--- config.mk ---
export PLATFORM = sky130hd
export DESIGN_NAME = issue_stage_top
export DESIGN_NICKNAME = d
export VERILOG_FILES = /design/src/logic/issue_pkg.sv /design/src/logic/credit_counter.sv /design/src/logic/dispatch_fsm.sv /design/src/logic/instr_decoder.sv /design/src/logic/issue_stage_top.sv /design/src/logic/sync_fifo.sv
export VERILOG_INCLUDE_DIRS = /design/src /design/src/logic
export SDC_FILE = /design/constraint.sdc
export NUM_CORES = 1
export LEC_CHECK = 0
export BUFFER_PORTS_ARGS = -buffer_cell sky130_fd_sc_hd__buf_2
export CAP_MARGIN = 10
export CORE_MARGIN = 1
export CORE_UTILIZATION = 45
export CTS_BUF_LIST = sky130_fd_sc_hd__clkbuf_8 sky130_fd_sc_hd__clkbuf_16
export CTS_CLUSTER_DIAMETER = 50
export DETAILED_ROUTE_END_ITERATION = 16
export PLACE_DENSITY_LB_ADDON = 0.05
export SETUP_SLACK_MARGIN = 0.4
export SLEW_MARGIN = 20
export SYNTH_ARGS = -nofsm -noshare
export SYNTH_HDL_FRONTEND = slang
export SYNTH_HIERARCHICAL = 1
export SYNTH_SLANG_ARGS = --single-unit
--- constraint.sdc ---
create_clock -name clk -period 18.3 [get_ports clk]
set_input_delay 1.83 -clock clk [delete_from_list [all_inputs] [get_ports clk]]
set_output_delay 1.83 -clock clk [all_outputs]
set_load 0.01 [all_outputs]
--- src/logic/issue_consts.svh ---
`ifndef ISSUE_CONSTS_SVH
`define ISSUE_CONSTS_SVH

// fetch buffer entries, also the fetch credits granted after reset
`define ISSUE_FETCH_DEPTH 4

// in-order instruction queue entries
`define ISSUE_IQ_DEPTH 8

// reorder buffer entries
`define ISSUE_ROB_CREDITS 8

// entries per ALU station and in the branch station
`define ISSUE_RS_CREDITS 1
`define ISSUE_BR_CREDITS 2
`define ISSUE_NUM_ALU_RS 4

// datapath and register index widths
`define ISSUE_XLEN 32
`define ISSUE_REG_W 5

`endif

--- src/logic/issue_pkg.sv ---
`default_nettype none

`include "issue_consts.svh"

package issue_pkg;

    // coarse class of an instruction, drives station choice
    typedef enum logic [2:0] {
        OP_ALU    = 3'd0,
        OP_LOAD   = 3'd1,
        OP_STORE  = 3'd2,
        OP_BRANCH = 3'd3,
        OP_JUMP   = 3'd4,
        OP_UPPER  = 3'd5,
        OP_SYSTEM = 3'd6
    } op_class_t;

    // destination station of an issued instruction
    typedef enum logic [2:0] {
        RS_ALU0 = 3'd0,
        RS_ALU1 = 3'd1,
        RS_ALU2 = 3'd2,
        RS_ALU3 = 3'd3,
        RS_BR   = 3'd4
    } station_t;

    typedef struct packed {
        logic [`ISSUE_XLEN-1:0] instr;
        logic [`ISSUE_XLEN-1:0] pc;
    } fetch_pkt_t;

    typedef struct packed {
        op_class_t               op;
        logic [2:0]              funct3;
        logic                    funct7_5;
        logic [`ISSUE_REG_W-1:0] rs1;
        logic                    rs1_valid;
        logic [`ISSUE_REG_W-1:0] rs2;
        logic                    rs2_valid;
        logic [`ISSUE_XLEN-1:0]  imm;
        logic [`ISSUE_REG_W-1:0] rd;
        logic [`ISSUE_XLEN-1:0]  pc;
        logic [`ISSUE_XLEN-1:0]  next_pc;
        logic [`ISSUE_XLEN-1:0]  instr;
    } ctl_word_t;

    typedef struct packed {
        logic      valid;
        station_t  station;
        logic      regfile_alloc;
        ctl_word_t ctl;
    } issue_pkt_t;

endpackage

`default_nettype wire

--- src/logic/credit_counter.sv ---
`timescale 1ns/1ns
`default_nettype none

module credit_counter #(
    parameter int MAX_CREDITS = 4
) (
    input  logic clk,
    input  logic reset_i,
    input  logic consume_i,
    input  logic return_i,
    output logic avail_o,
    output logic all_returned_o
);

    localparam int CNT_W = $clog2(MAX_CREDITS + 1);

    logic [CNT_W-1:0] count;

    // counter starts full, every credit is held by the issue stage
    always_ff @(posedge clk) begin
        if (reset_i) begin
            count <= CNT_W'(MAX_CREDITS);
        end else if (consume_i && !return_i) begin
            count <= count - 1'b1;
        end else if (return_i && !consume_i) begin
            count <= count + 1'b1;
        end
    end

    assign avail_o        = (count != '0);
    assign all_returned_o = (count == CNT_W'(MAX_CREDITS));

endmodule

`default_nettype wire

--- src/logic/dispatch_fsm.sv ---
`timescale 1ns/1ns
`default_nettype none

`include "issue_consts.svh"

module dispatch_fsm (
    input  logic                          clk,
    input  logic                          reset_i,
    input  issue_pkg::ctl_word_t          head_i,
    input  logic                          head_valid_i,
    input  logic                          rob_avail_i,
    input  logic                          rob_all_returned_i,
    input  logic [`ISSUE_NUM_ALU_RS-1:0]  rs_avail_i,
    input  logic                          br_avail_i,
    output issue_pkg::issue_pkt_t         issue_o,
    output logic                          pop_o,
    output logic [`ISSUE_NUM_ALU_RS-1:0]  rs_consume_o,
    output logic                          br_consume_o,
    output logic                          rob_consume_o
);
    import issue_pkg::*;

    typedef enum logic {
        ISSUE,
        DRAIN
    } state_t;

    state_t   state_q;
    state_t   state_d;
    logic     alu_found;
    station_t alu_sel;
    station_t station;
    logic     is_br;
    logic     fire;

    // lowest numbered ALU station still holding a credit
    always_comb begin
        alu_found = 1'b0;
        alu_sel   = RS_ALU0;
        for (int i = `ISSUE_NUM_ALU_RS - 1; i >= 0; i--) begin
            if (rs_avail_i[i]) begin
                alu_found = 1'b1;
                alu_sel   = station_t'(3'(i));
            end
        end
    end

    assign is_br = (head_i.op == OP_BRANCH) || (head_i.op == OP_JUMP);

    always_comb begin
        state_d = state_q;
        fire    = 1'b0;
        station = alu_sel;
        case (state_q)
            ISSUE: begin
                if (head_valid_i) begin
                    if (head_i.op == OP_SYSTEM) begin
                        // hold the system op until the ROB is empty
                        state_d = DRAIN;
                    end else if (is_br) begin
                        station = RS_BR;
                        fire    = rob_avail_i && br_avail_i;
                    end else begin
                        fire = rob_avail_i && alu_found;
                    end
                end
            end
            DRAIN: begin
                if (head_valid_i && rob_all_returned_i && alu_found) begin
                    fire    = 1'b1;
                    state_d = ISSUE;
                end
            end
            default: begin
                state_d = ISSUE;
            end
        endcase
    end

    always_ff @(posedge clk) begin
        if (reset_i) begin
            state_q <= ISSUE;
        end else begin
            state_q <= state_d;
        end
    end

    always_comb begin
        issue_o.valid         = fire;
        issue_o.station       = station;
        // stores, branches and system ops never write rd
        issue_o.regfile_alloc = (head_i.rd != '0) && (head_i.op != OP_STORE) &&
                                (head_i.op != OP_BRANCH) && (head_i.op != OP_SYSTEM);
        issue_o.ctl           = head_i;
        for (int i = 0; i < `ISSUE_NUM_ALU_RS; i++) begin
            rs_consume_o[i] = fire && (station == station_t'(3'(i)));
        end
    end

    assign pop_o         = fire;
    assign rob_consume_o = fire;
    assign br_consume_o  = fire && (station == RS_BR);

endmodule

`default_nettype wire

--- src/logic/instr_decoder.sv ---
`timescale 1ns/1ns
`default_nettype none

`include "issue_consts.svh"

module instr_decoder (
    input  issue_pkg::fetch_pkt_t fetch_pkt_i,
    output issue_pkg::ctl_word_t  ctl_o
);
    import issue_pkg::*;

    localparam logic [6:0] OPC_LUI    = 7'b0110111;
    localparam logic [6:0] OPC_AUIPC  = 7'b0010111;
    localparam logic [6:0] OPC_JAL    = 7'b1101111;
    localparam logic [6:0] OPC_JALR   = 7'b1100111;
    localparam logic [6:0] OPC_BRANCH = 7'b1100011;
    localparam logic [6:0] OPC_LOAD   = 7'b0000011;
    localparam logic [6:0] OPC_STORE  = 7'b0100011;
    localparam logic [6:0] OPC_IMM    = 7'b0010011;
    localparam logic [6:0] OPC_REG    = 7'b0110011;
    localparam logic [6:0] OPC_FENCE  = 7'b0001111;
    localparam logic [6:0] OPC_SYSTEM = 7'b1110011;

    logic [`ISSUE_XLEN-1:0] ins;
    logic [`ISSUE_XLEN-1:0] imm_i;
    logic [`ISSUE_XLEN-1:0] imm_s;
    logic [`ISSUE_XLEN-1:0] imm_b;
    logic [`ISSUE_XLEN-1:0] imm_u;
    logic [`ISSUE_XLEN-1:0] imm_j;

    assign ins = fetch_pkt_i.instr;

    // sign-extended immediates for each format
    assign imm_i = {{20{ins[31]}}, ins[31:20]};
    assign imm_s = {{20{ins[31]}}, ins[31:25], ins[11:7]};
    assign imm_b = {{19{ins[31]}}, ins[31], ins[7], ins[30:25], ins[11:8], 1'b0};
    assign imm_u = {ins[31:12], 12'b0};
    assign imm_j = {{11{ins[31]}}, ins[31], ins[19:12], ins[20], ins[30:21], 1'b0};

    always_comb begin
        ctl_o.funct3    = ins[14:12];
        ctl_o.funct7_5  = ins[30];
        ctl_o.rs1       = ins[19:15];
        ctl_o.rs2       = ins[24:20];
        ctl_o.rd        = ins[11:7];
        ctl_o.pc        = fetch_pkt_i.pc;
        ctl_o.next_pc   = fetch_pkt_i.pc + `ISSUE_XLEN'd4;
        ctl_o.instr     = ins;
        // unknown opcodes fall through as an ALU op with no operands
        ctl_o.op        = OP_ALU;
        ctl_o.imm       = '0;
        ctl_o.rs1_valid = 1'b0;
        ctl_o.rs2_valid = 1'b0;

        case (ins[6:0])
            OPC_LUI, OPC_AUIPC: begin
                ctl_o.op  = OP_UPPER;
                ctl_o.imm = imm_u;
            end
            OPC_JAL: begin
                ctl_o.op  = OP_JUMP;
                ctl_o.imm = imm_j;
            end
            OPC_JALR: begin
                ctl_o.op        = OP_JUMP;
                ctl_o.imm       = imm_i;
                ctl_o.rs1_valid = 1'b1;
            end
            OPC_BRANCH: begin
                ctl_o.op        = OP_BRANCH;
                ctl_o.imm       = imm_b;
                ctl_o.rs1_valid = 1'b1;
                ctl_o.rs2_valid = 1'b1;
            end
            OPC_LOAD: begin
                ctl_o.op        = OP_LOAD;
                ctl_o.imm       = imm_i;
                ctl_o.rs1_valid = 1'b1;
            end
            OPC_STORE: begin
                ctl_o.op        = OP_STORE;
                ctl_o.imm       = imm_s;
                ctl_o.rs1_valid = 1'b1;
                ctl_o.rs2_valid = 1'b1;
            end
            OPC_IMM: begin
                ctl_o.imm       = imm_i;
                ctl_o.rs1_valid = 1'b1;
            end
            OPC_REG: begin
                ctl_o.rs1_valid = 1'b1;
                ctl_o.rs2_valid = 1'b1;
            end
            OPC_FENCE, OPC_SYSTEM: begin
                ctl_o.op  = OP_SYSTEM;
                ctl_o.imm = imm_i;
            end
            default: begin
                ctl_o.op = OP_ALU;
            end
        endcase
    end

endmodule

`default_nettype wire

--- src/logic/issue_stage_top.sv ---
`timescale 1ns/1ns
`default_nettype none

`include "issue_consts.svh"

module issue_stage_top (
    input  logic                         clk,
    input  logic                         reset_i,
    input  logic                         fetch_valid_i,
    input  issue_pkg::fetch_pkt_t        fetch_pkt_i,
    output logic                         fetch_credit_o,
    input  logic                         rob_credit_i,
    input  logic [`ISSUE_NUM_ALU_RS-1:0] rs_credit_i,
    input  logic                         br_credit_i,
    output issue_pkg::issue_pkt_t        issue_o
);
    import issue_pkg::*;

    fetch_pkt_t                   fb_head;
    logic                         fb_empty;
    logic                         fb_pop;
    ctl_word_t                    dec_ctl;
    ctl_word_t                    iq_head;
    logic                         iq_empty;
    logic                         iq_full;
    logic                         iq_pop;
    logic                         rob_avail;
    logic                         rob_all_returned;
    logic                         rob_consume;
    logic [`ISSUE_NUM_ALU_RS-1:0] rs_avail;
    logic [`ISSUE_NUM_ALU_RS-1:0] rs_consume;
    logic                         br_avail;
    logic                         br_consume;

    // move decoded words into the queue whenever there is room
    assign fb_pop         = !fb_empty && !iq_full;
    assign fetch_credit_o = fb_pop;

    // fetch pushes only with a credit in hand, so the buffer never overflows
    sync_fifo #(.DTYPE(fetch_pkt_t), .DEPTH(`ISSUE_FETCH_DEPTH)) fetch_buffer (
        .clk     (clk),
        .reset_i (reset_i),
        .push_i  (fetch_valid_i),
        .data_i  (fetch_pkt_i),
        .pop_i   (fb_pop),
        .data_o  (fb_head),
        .empty_o (fb_empty),
        .full_o  ()
    );

    instr_decoder decoder (
        .fetch_pkt_i (fb_head),
        .ctl_o       (dec_ctl)
    );

    sync_fifo #(.DTYPE(ctl_word_t), .DEPTH(`ISSUE_IQ_DEPTH)) instr_queue (
        .clk     (clk),
        .reset_i (reset_i),
        .push_i  (fb_pop),
        .data_i  (dec_ctl),
        .pop_i   (iq_pop),
        .data_o  (iq_head),
        .empty_o (iq_empty),
        .full_o  (iq_full)
    );

    credit_counter #(.MAX_CREDITS(`ISSUE_ROB_CREDITS)) rob_credits (
        .clk            (clk),
        .reset_i        (reset_i),
        .consume_i      (rob_consume),
        .return_i       (rob_credit_i),
        .avail_o        (rob_avail),
        .all_returned_o (rob_all_returned)
    );

    for (genvar g = 0; g < `ISSUE_NUM_ALU_RS; g++) begin : g_alu_rs
        credit_counter #(.MAX_CREDITS(`ISSUE_RS_CREDITS)) rs_credits (
            .clk            (clk),
            .reset_i        (reset_i),
            .consume_i      (rs_consume[g]),
            .return_i       (rs_credit_i[g]),
            .avail_o        (rs_avail[g]),
            .all_returned_o ()
        );
    end

    credit_counter #(.MAX_CREDITS(`ISSUE_BR_CREDITS)) br_credits (
        .clk            (clk),
        .reset_i        (reset_i),
        .consume_i      (br_consume),
        .return_i       (br_credit_i),
        .avail_o        (br_avail),
        .all_returned_o ()
    );

    dispatch_fsm dispatch (
        .clk                (clk),
        .reset_i            (reset_i),
        .head_i             (iq_head),
        .head_valid_i       (!iq_empty),
        .rob_avail_i        (rob_avail),
        .rob_all_returned_i (rob_all_returned),
        .rs_avail_i         (rs_avail),
        .br_avail_i         (br_avail),
        .issue_o            (issue_o),
        .pop_o              (iq_pop),
        .rs_consume_o       (rs_consume),
        .br_consume_o       (br_consume),
        .rob_consume_o      (rob_consume)
    );

endmodule

`default_nettype wire

--- src/logic/sync_fifo.sv ---
`timescale 1ns/1ns
`default_nettype none

module sync_fifo #(
    parameter type DTYPE = logic [31:0],
    parameter int  DEPTH = 4
) (
    input  logic clk,
    input  logic reset_i,
    input  logic push_i,
    input  DTYPE data_i,
    input  logic pop_i,
    output DTYPE data_o,
    output logic empty_o,
    output logic full_o
);

    localparam int PTR_W = (DEPTH > 1) ? $clog2(DEPTH) : 1;
    localparam int CNT_W = $clog2(DEPTH + 1);

    DTYPE             mem [DEPTH];
    logic [PTR_W-1:0] rd_ptr;
    logic [PTR_W-1:0] wr_ptr;
    logic [CNT_W-1:0] count;
    logic             do_push;
    logic             do_pop;

    // a push into a full buffer or a pop from an empty one is dropped
    assign do_push = push_i && !full_o;
    assign do_pop  = pop_i && !empty_o;

    assign empty_o = (count == '0);
    assign full_o  = (count == CNT_W'(DEPTH));

    // head is visible without waiting for the pop
    assign data_o = mem[rd_ptr];

    always_ff @(posedge clk) begin
        if (do_push) begin
            mem[wr_ptr] <= data_i;
        end
    end

    always_ff @(posedge clk) begin
        if (reset_i) begin
            rd_ptr <= '0;
            wr_ptr <= '0;
            count  <= '0;
        end else begin
            if (do_push) begin
                wr_ptr <= (wr_ptr == PTR_W'(DEPTH - 1)) ? '0 : wr_ptr + 1'b1;
            end
            if (do_pop) begin
                rd_ptr <= (rd_ptr == PTR_W'(DEPTH - 1)) ? '0 : rd_ptr + 1'b1;
            end
            if (do_push && !do_pop) begin
                count <= count + 1'b1;
            end else if (do_pop && !do_push) begin
                count <= count - 1'b1;
            end
        end
    end

endmodule

`default_nettype wire

After elaboration in Yosys (flattened, before gate mapping):

Memory sizes are Yosys's and may differ from the RTL's. A register that Yosys moved wholly into a read port is not among the register bits.
Cells that the tools add are included.

* flip-flop bits (word level): 28
* bits in latches: 0
* memory bits (writable): 1472
* ROM bits: 0
* bits of input ports: 73
* output and inout bits: 158
* word-level logic and storage cells: 192
* memories: 2

Memory list
* instr_queue.mem: words 8, width 152, read ports 1, clocked after memory_dff 1, wr ports 1, line sync_fifo.sv:21 `DTYPE mem [DEPTH];`
* fetch_buffer.mem: words 4, width 64, read ports 1, clocked after memory_dff 1, wr ports 1, line sync_fifo.sv:21

* $add $sub $neg: 21
* multipliers: 0
* div/mod/pow operators: 0
* $lt $le $gt $ge: 0
* equality and inequality tests: 28
* shift operators: 0
* multiplexer cells: 53
* bitwise operators: 1
* reductions and logical operators: 74

Operators with widths (count)
* $pmux W32 S5: 1
* $logic_and A1 B1 Y1: 33
* $add A32 B3 Y32 const B: 1
* $mux W3: 10
* $eq A7 B7 Y1 const B: 4
* $mux W1: 25
* $eq A7 B6 Y1 const B: 3
* $logic_not A1 Y1: 20
* $mux W2: 10
* $eq A3 B3 Y1 const B: 6
* $pmux W3 S6: 1
* $reduce_bool A2 Y1: 9
* $mux W4: 4
* $eq A7 B5 Y1 const B: 2
* $add A3 B1 Y3 const B: 3
* $eq A3 B2 Y1 const B: 3
* $add A4 B1 Y4 const B: 2
* $eq A4 B4 Y1 const B: 2
* $sub A4 B1 Y4 const B: 2
* $eq A7 B2 Y1 const B: 1
* $eq A7 B4 Y1 const B: 1
* $add A2 B1 Y2 const B: 3
* $logic_not A3 Y1: 2
* $ne A3 B2 Y1 const B: 2
* 17 further kinds: 27

Logic depth before layout (Yosys ltp):

* word-level depth: 14
* gate-level depth with buffers: 17

By module:

Netlist, hierarchy kept.

By module, submodules not included
* sync_fifo (instr_queue): instances 1, cells each 1833, area each 46617.2 um^2, sequential area each 36775.3 um^2
* sync_fifo (fetch_buffer): instances 1, cells each 384, area each 9733.1 um^2, sequential area each 7867.5 um^2
* instr_decoder: instances 1, cells each 272, area each 1881.8 um^2, sequential area each 0.0 um^2
* dispatch_fsm: instances 1, cells each 190, area each 1407.6 um^2, sequential area each 20.0 um^2
* credit_counter (rob_credits): instances 1, cells each 31, area each 276.5 um^2, sequential area each 80.1 um^2
* credit_counter (g_alu_rs[0].rs_credits ...): instances 4, cells each 4, area each 56.3 um^2, sequential area each 20.0 um^2
* credit_counter (br_credits): instances 1, cells each 12, area each 111.4 um^2, sequential area each 40.0 um^2
* issue_stage_top: instances 1, cells each 2, area each 7.5 um^2, sequential area each 0.0 um^2

Worst setup path after synthesis:

OpenSTA, ideal clock, no wires.

* path kind: register -> register
* start point: reg instr_queue.count[0]
* end point: mem instr_queue/mem[0][0] in the netlist's numbering, enable pin
* setup time: 1.035 ns
* arrival: 15.642 ns
* required time: 17.265 ns
* path slack: 1.623 ns
* cell stages (with the launch flop): 7
* path buffers: 1
* period minus slack after synthesis: 16.677 ns
* path through: dfxtp_1 nor3_1 and2_1 nor2_1 a21bo_2 clkbuf_1 nor4_1

* longest elaborated chain between the ends: 6

Ends and longest elaborated chain
* from (decl): line sync_fifo.sv:24 `logic [CNT_W-1:0] count;`
* from (signal assigned): line sync_fifo.sv:57 `count <= count + 1'b1;`
* from (signal assigned): line sync_fifo.sv:59 `count <= count - 1'b1;`
* $eq A4 B4 Y1: line sync_fifo.sv:33 `assign full_o = (count == CNT_W'(DEPTH));`
* via iq_full: line issue_stage_top.sv:25 `logic iq_full;`
* $logic_not A1 Y1: line issue_stage_top.sv:36 `assign fb_pop = !fb_empty && !iq_full;`
* $logic_and A1 B1 Y1: line issue_stage_top.sv:36
* via fetch_credit_o: line issue_stage_top.sv:11 `output logic fetch_credit_o,`
* $logic_and A1 B1 Y1: line sync_fifo.sv:29 `assign do_push = push_i && !full_o;`
* $mux W1: line sync_fifo.sv:39 `if (do_push) begin`
* $mux W1 (not written as such): line sync_fifo.sv:40 `mem[wr_ptr] <= data_i;`
* to (decl): line sync_fifo.sv:21

The timed path passes the listed nets, and every way through them passes these cells.

==> impl_metrics.toml <==
[hold_path]
hp-class = "reg2reg"

[layout]
fin_nets = 2917
design_area_um2 = 66980
areaGrowthSynthToFinish_pct = 11.17
drive_gt1_frac = 0.3334

[critical_path]
max_stage_delay_ns = 0.96
arrival_ns = 5.47
crit_type = "reg2out"
cp_slowest_cell = "dfxtp_4"
cp.required_ns = 16.47
worstPathMaxFanout = 49
start_kind = "flop"
crit_path_frequent_cell = "buf_4"
worstSetupEndpointType = "output port"
worstPathCellList = "buf_4 -> buf_4 -> buf_4 -> mux4_1 -> mux2_2 -> buf_2"

[timing]
worst_pin_slew_ns = 1.122
final_max_slew_viol_count = 0
whs_ns = 0.4942
post-route-period-util = 0.3988
max_slew_margin = 0.2518
hold_violations = 0
setup_viol = 0
tns_ns = 0
finalCriticalPeriod_ns = 7.298
clock.fmax_mhz = 137.0
rsz0062_at_grt = "no"
clock_skew_ns = 0.03580

[place]
gp_congestion = 0.7051
io_buffers = 230
placed_cell_area_um2 = 61500
dp_hpwl_um = 72770

[power]
peakVddDrop_v = 0.0001562
p_leak_nw = 21.52
p_per_area_nw_per_um2 = 162.4

[cts]
worstSkewPairLatency_ns = 0.78
cts_tree = "done"
numCtsBuffers = 169
cts_max_level = 4
holdBufCountCts = 0
post_cts_buffers = 0
clockRootBuffer = "clkbuf_16"
cts_resized = 0
cts_buffer_depth = 3
path_clk_slew_ns = 0.06
numClockSinks = 1505

[floorplan]
fp.dieH_um = 367.9
rows = 133
fp.dieW_um = 367.9
die-area_um2 = 135400
core_area_um2 = 132100
ioPinCount = 231
start_util = 0.4560

[routing]
via_per_inst = 5.641
drt_drc_violations_left = 0
drt_iter0_markers = 1857
wl_per_cell_um = 28.71
ant_nets = 0
vias = 26620
drt_pass1_iterations = 5
drt-total-wl_um = 135500

[logic_synthesis]
syn-cell-area_um2 = 60250
synth_area_per_cell_um2 = 22.00
synth_warnings = 6
synth_cells = 2739
syn_nets = 2832

[global_route]
grt_use_total = 0.2026
antenna_found_initial = 25
grt_max_degree = 169
first_global_vias = 28360
grt_pass1_wl_um = 196100
overflow = 0

[status]
outcome = "finished, final reports clean"

[flow_run]
maxCapViolCount = 0
[final timing paths]
check | from | endpoint | slack [ns] | depth (start not counted)
hold reg to reg | fetch_buffer/rd_ptr[0] | flop | 0.49 | 2
setup / recovery | flop | issue_o[130] | 11.00 | 6
hold / removal | fetch_buffer/rd_ptr[0] | flop | 0.49 | 2
setup reg to reg | flop | instr_queue/count[3] | 12.05 | 16
[report_power, final]
group | leakage [nW] | internal (mW) | switching [mW]
clock | 2.81 | 1.93 | 1.33
combinational | 5.01 | 1.08 | 1.73
sequential | 13.7 | 4.64 | 0.167
[cell usage in the layout, fill, tap and decap left out, drive strengths merged, types with 5 or more instances in the layout]
cell type,count
edfxtp,1472
mux4,368
buf,272
clkbuf,179
mux2,154
inv,64
clkinv,64
nor2,38
dfxtp,33
nand2,30
o21ai,24
xnor2,22
ha,18
a21oi,18
nor3,17
nand3,16
xor2,15
bufinv,12
and2,12
and3,12
nand2b,11
a21o,11
nand4,10
nor2b,8
nor4,7
mux2i,6
clkinvlp,5
a22o,5
[flip-flops by register name (all words and copies together) (netlist names), named ones only]
register,flops
br_credits/count,2
dispatch/state_q,1
fetch_buffer/count,3
fetch_buffer/mem,256
fetch_buffer/rd_ptr,2
fetch_buffer/wr_ptr,2
g_alu_rs.rs_credits/all_returned_o,4
instr_queue/count,4
instr_queue/mem,1216
instr_queue/rd_ptr,3
instr_queue/wr_ptr,3
rob_credits/count,4
[metrics by stage]
stage	instances	setup slack [ns]	total power, mW	utilization
detailed placement	4407	11.63	7.771	0.4654
floorplan	2739	1.623	7.223	-
global placement	4406	11.71	7.678	0.4654
global route	4715	10.56	11.35	0.5068
finish	4719	11.00	10.88	0.5069
CTS	4714	10.76	11.05	0.5066
[worst max-delay path: cells and delay by family (launching register included)]
family	cells	cell delay, ns
DFF	1	0.96
buffers and inverters	4	2.59
muxes	2	0.94
[routing by layer]
layer	up-vias	part of all wire	global-route usage
li1	11350	-	-
met1	14400	0.42	0.2666
met2	621	0.50	0.3402
met3	227	0.054	0.04532
met4	22	0.021	0.05434
met5	-	0.0011	0
[layout make-up]
class,instances,area (um2)
Timing Repair Buffer,272,1574
Clock buffer,179,4479
Sequential cell,1505,44880
Tap cell,1755,2196
Fill cell,10500,65150
Multi-Input combinational cell,859,12800
Inverter,17,68.82
Antenna cell,4,10.01
Clock inverter,128,964.7
(Power assumes the default switching activity.)
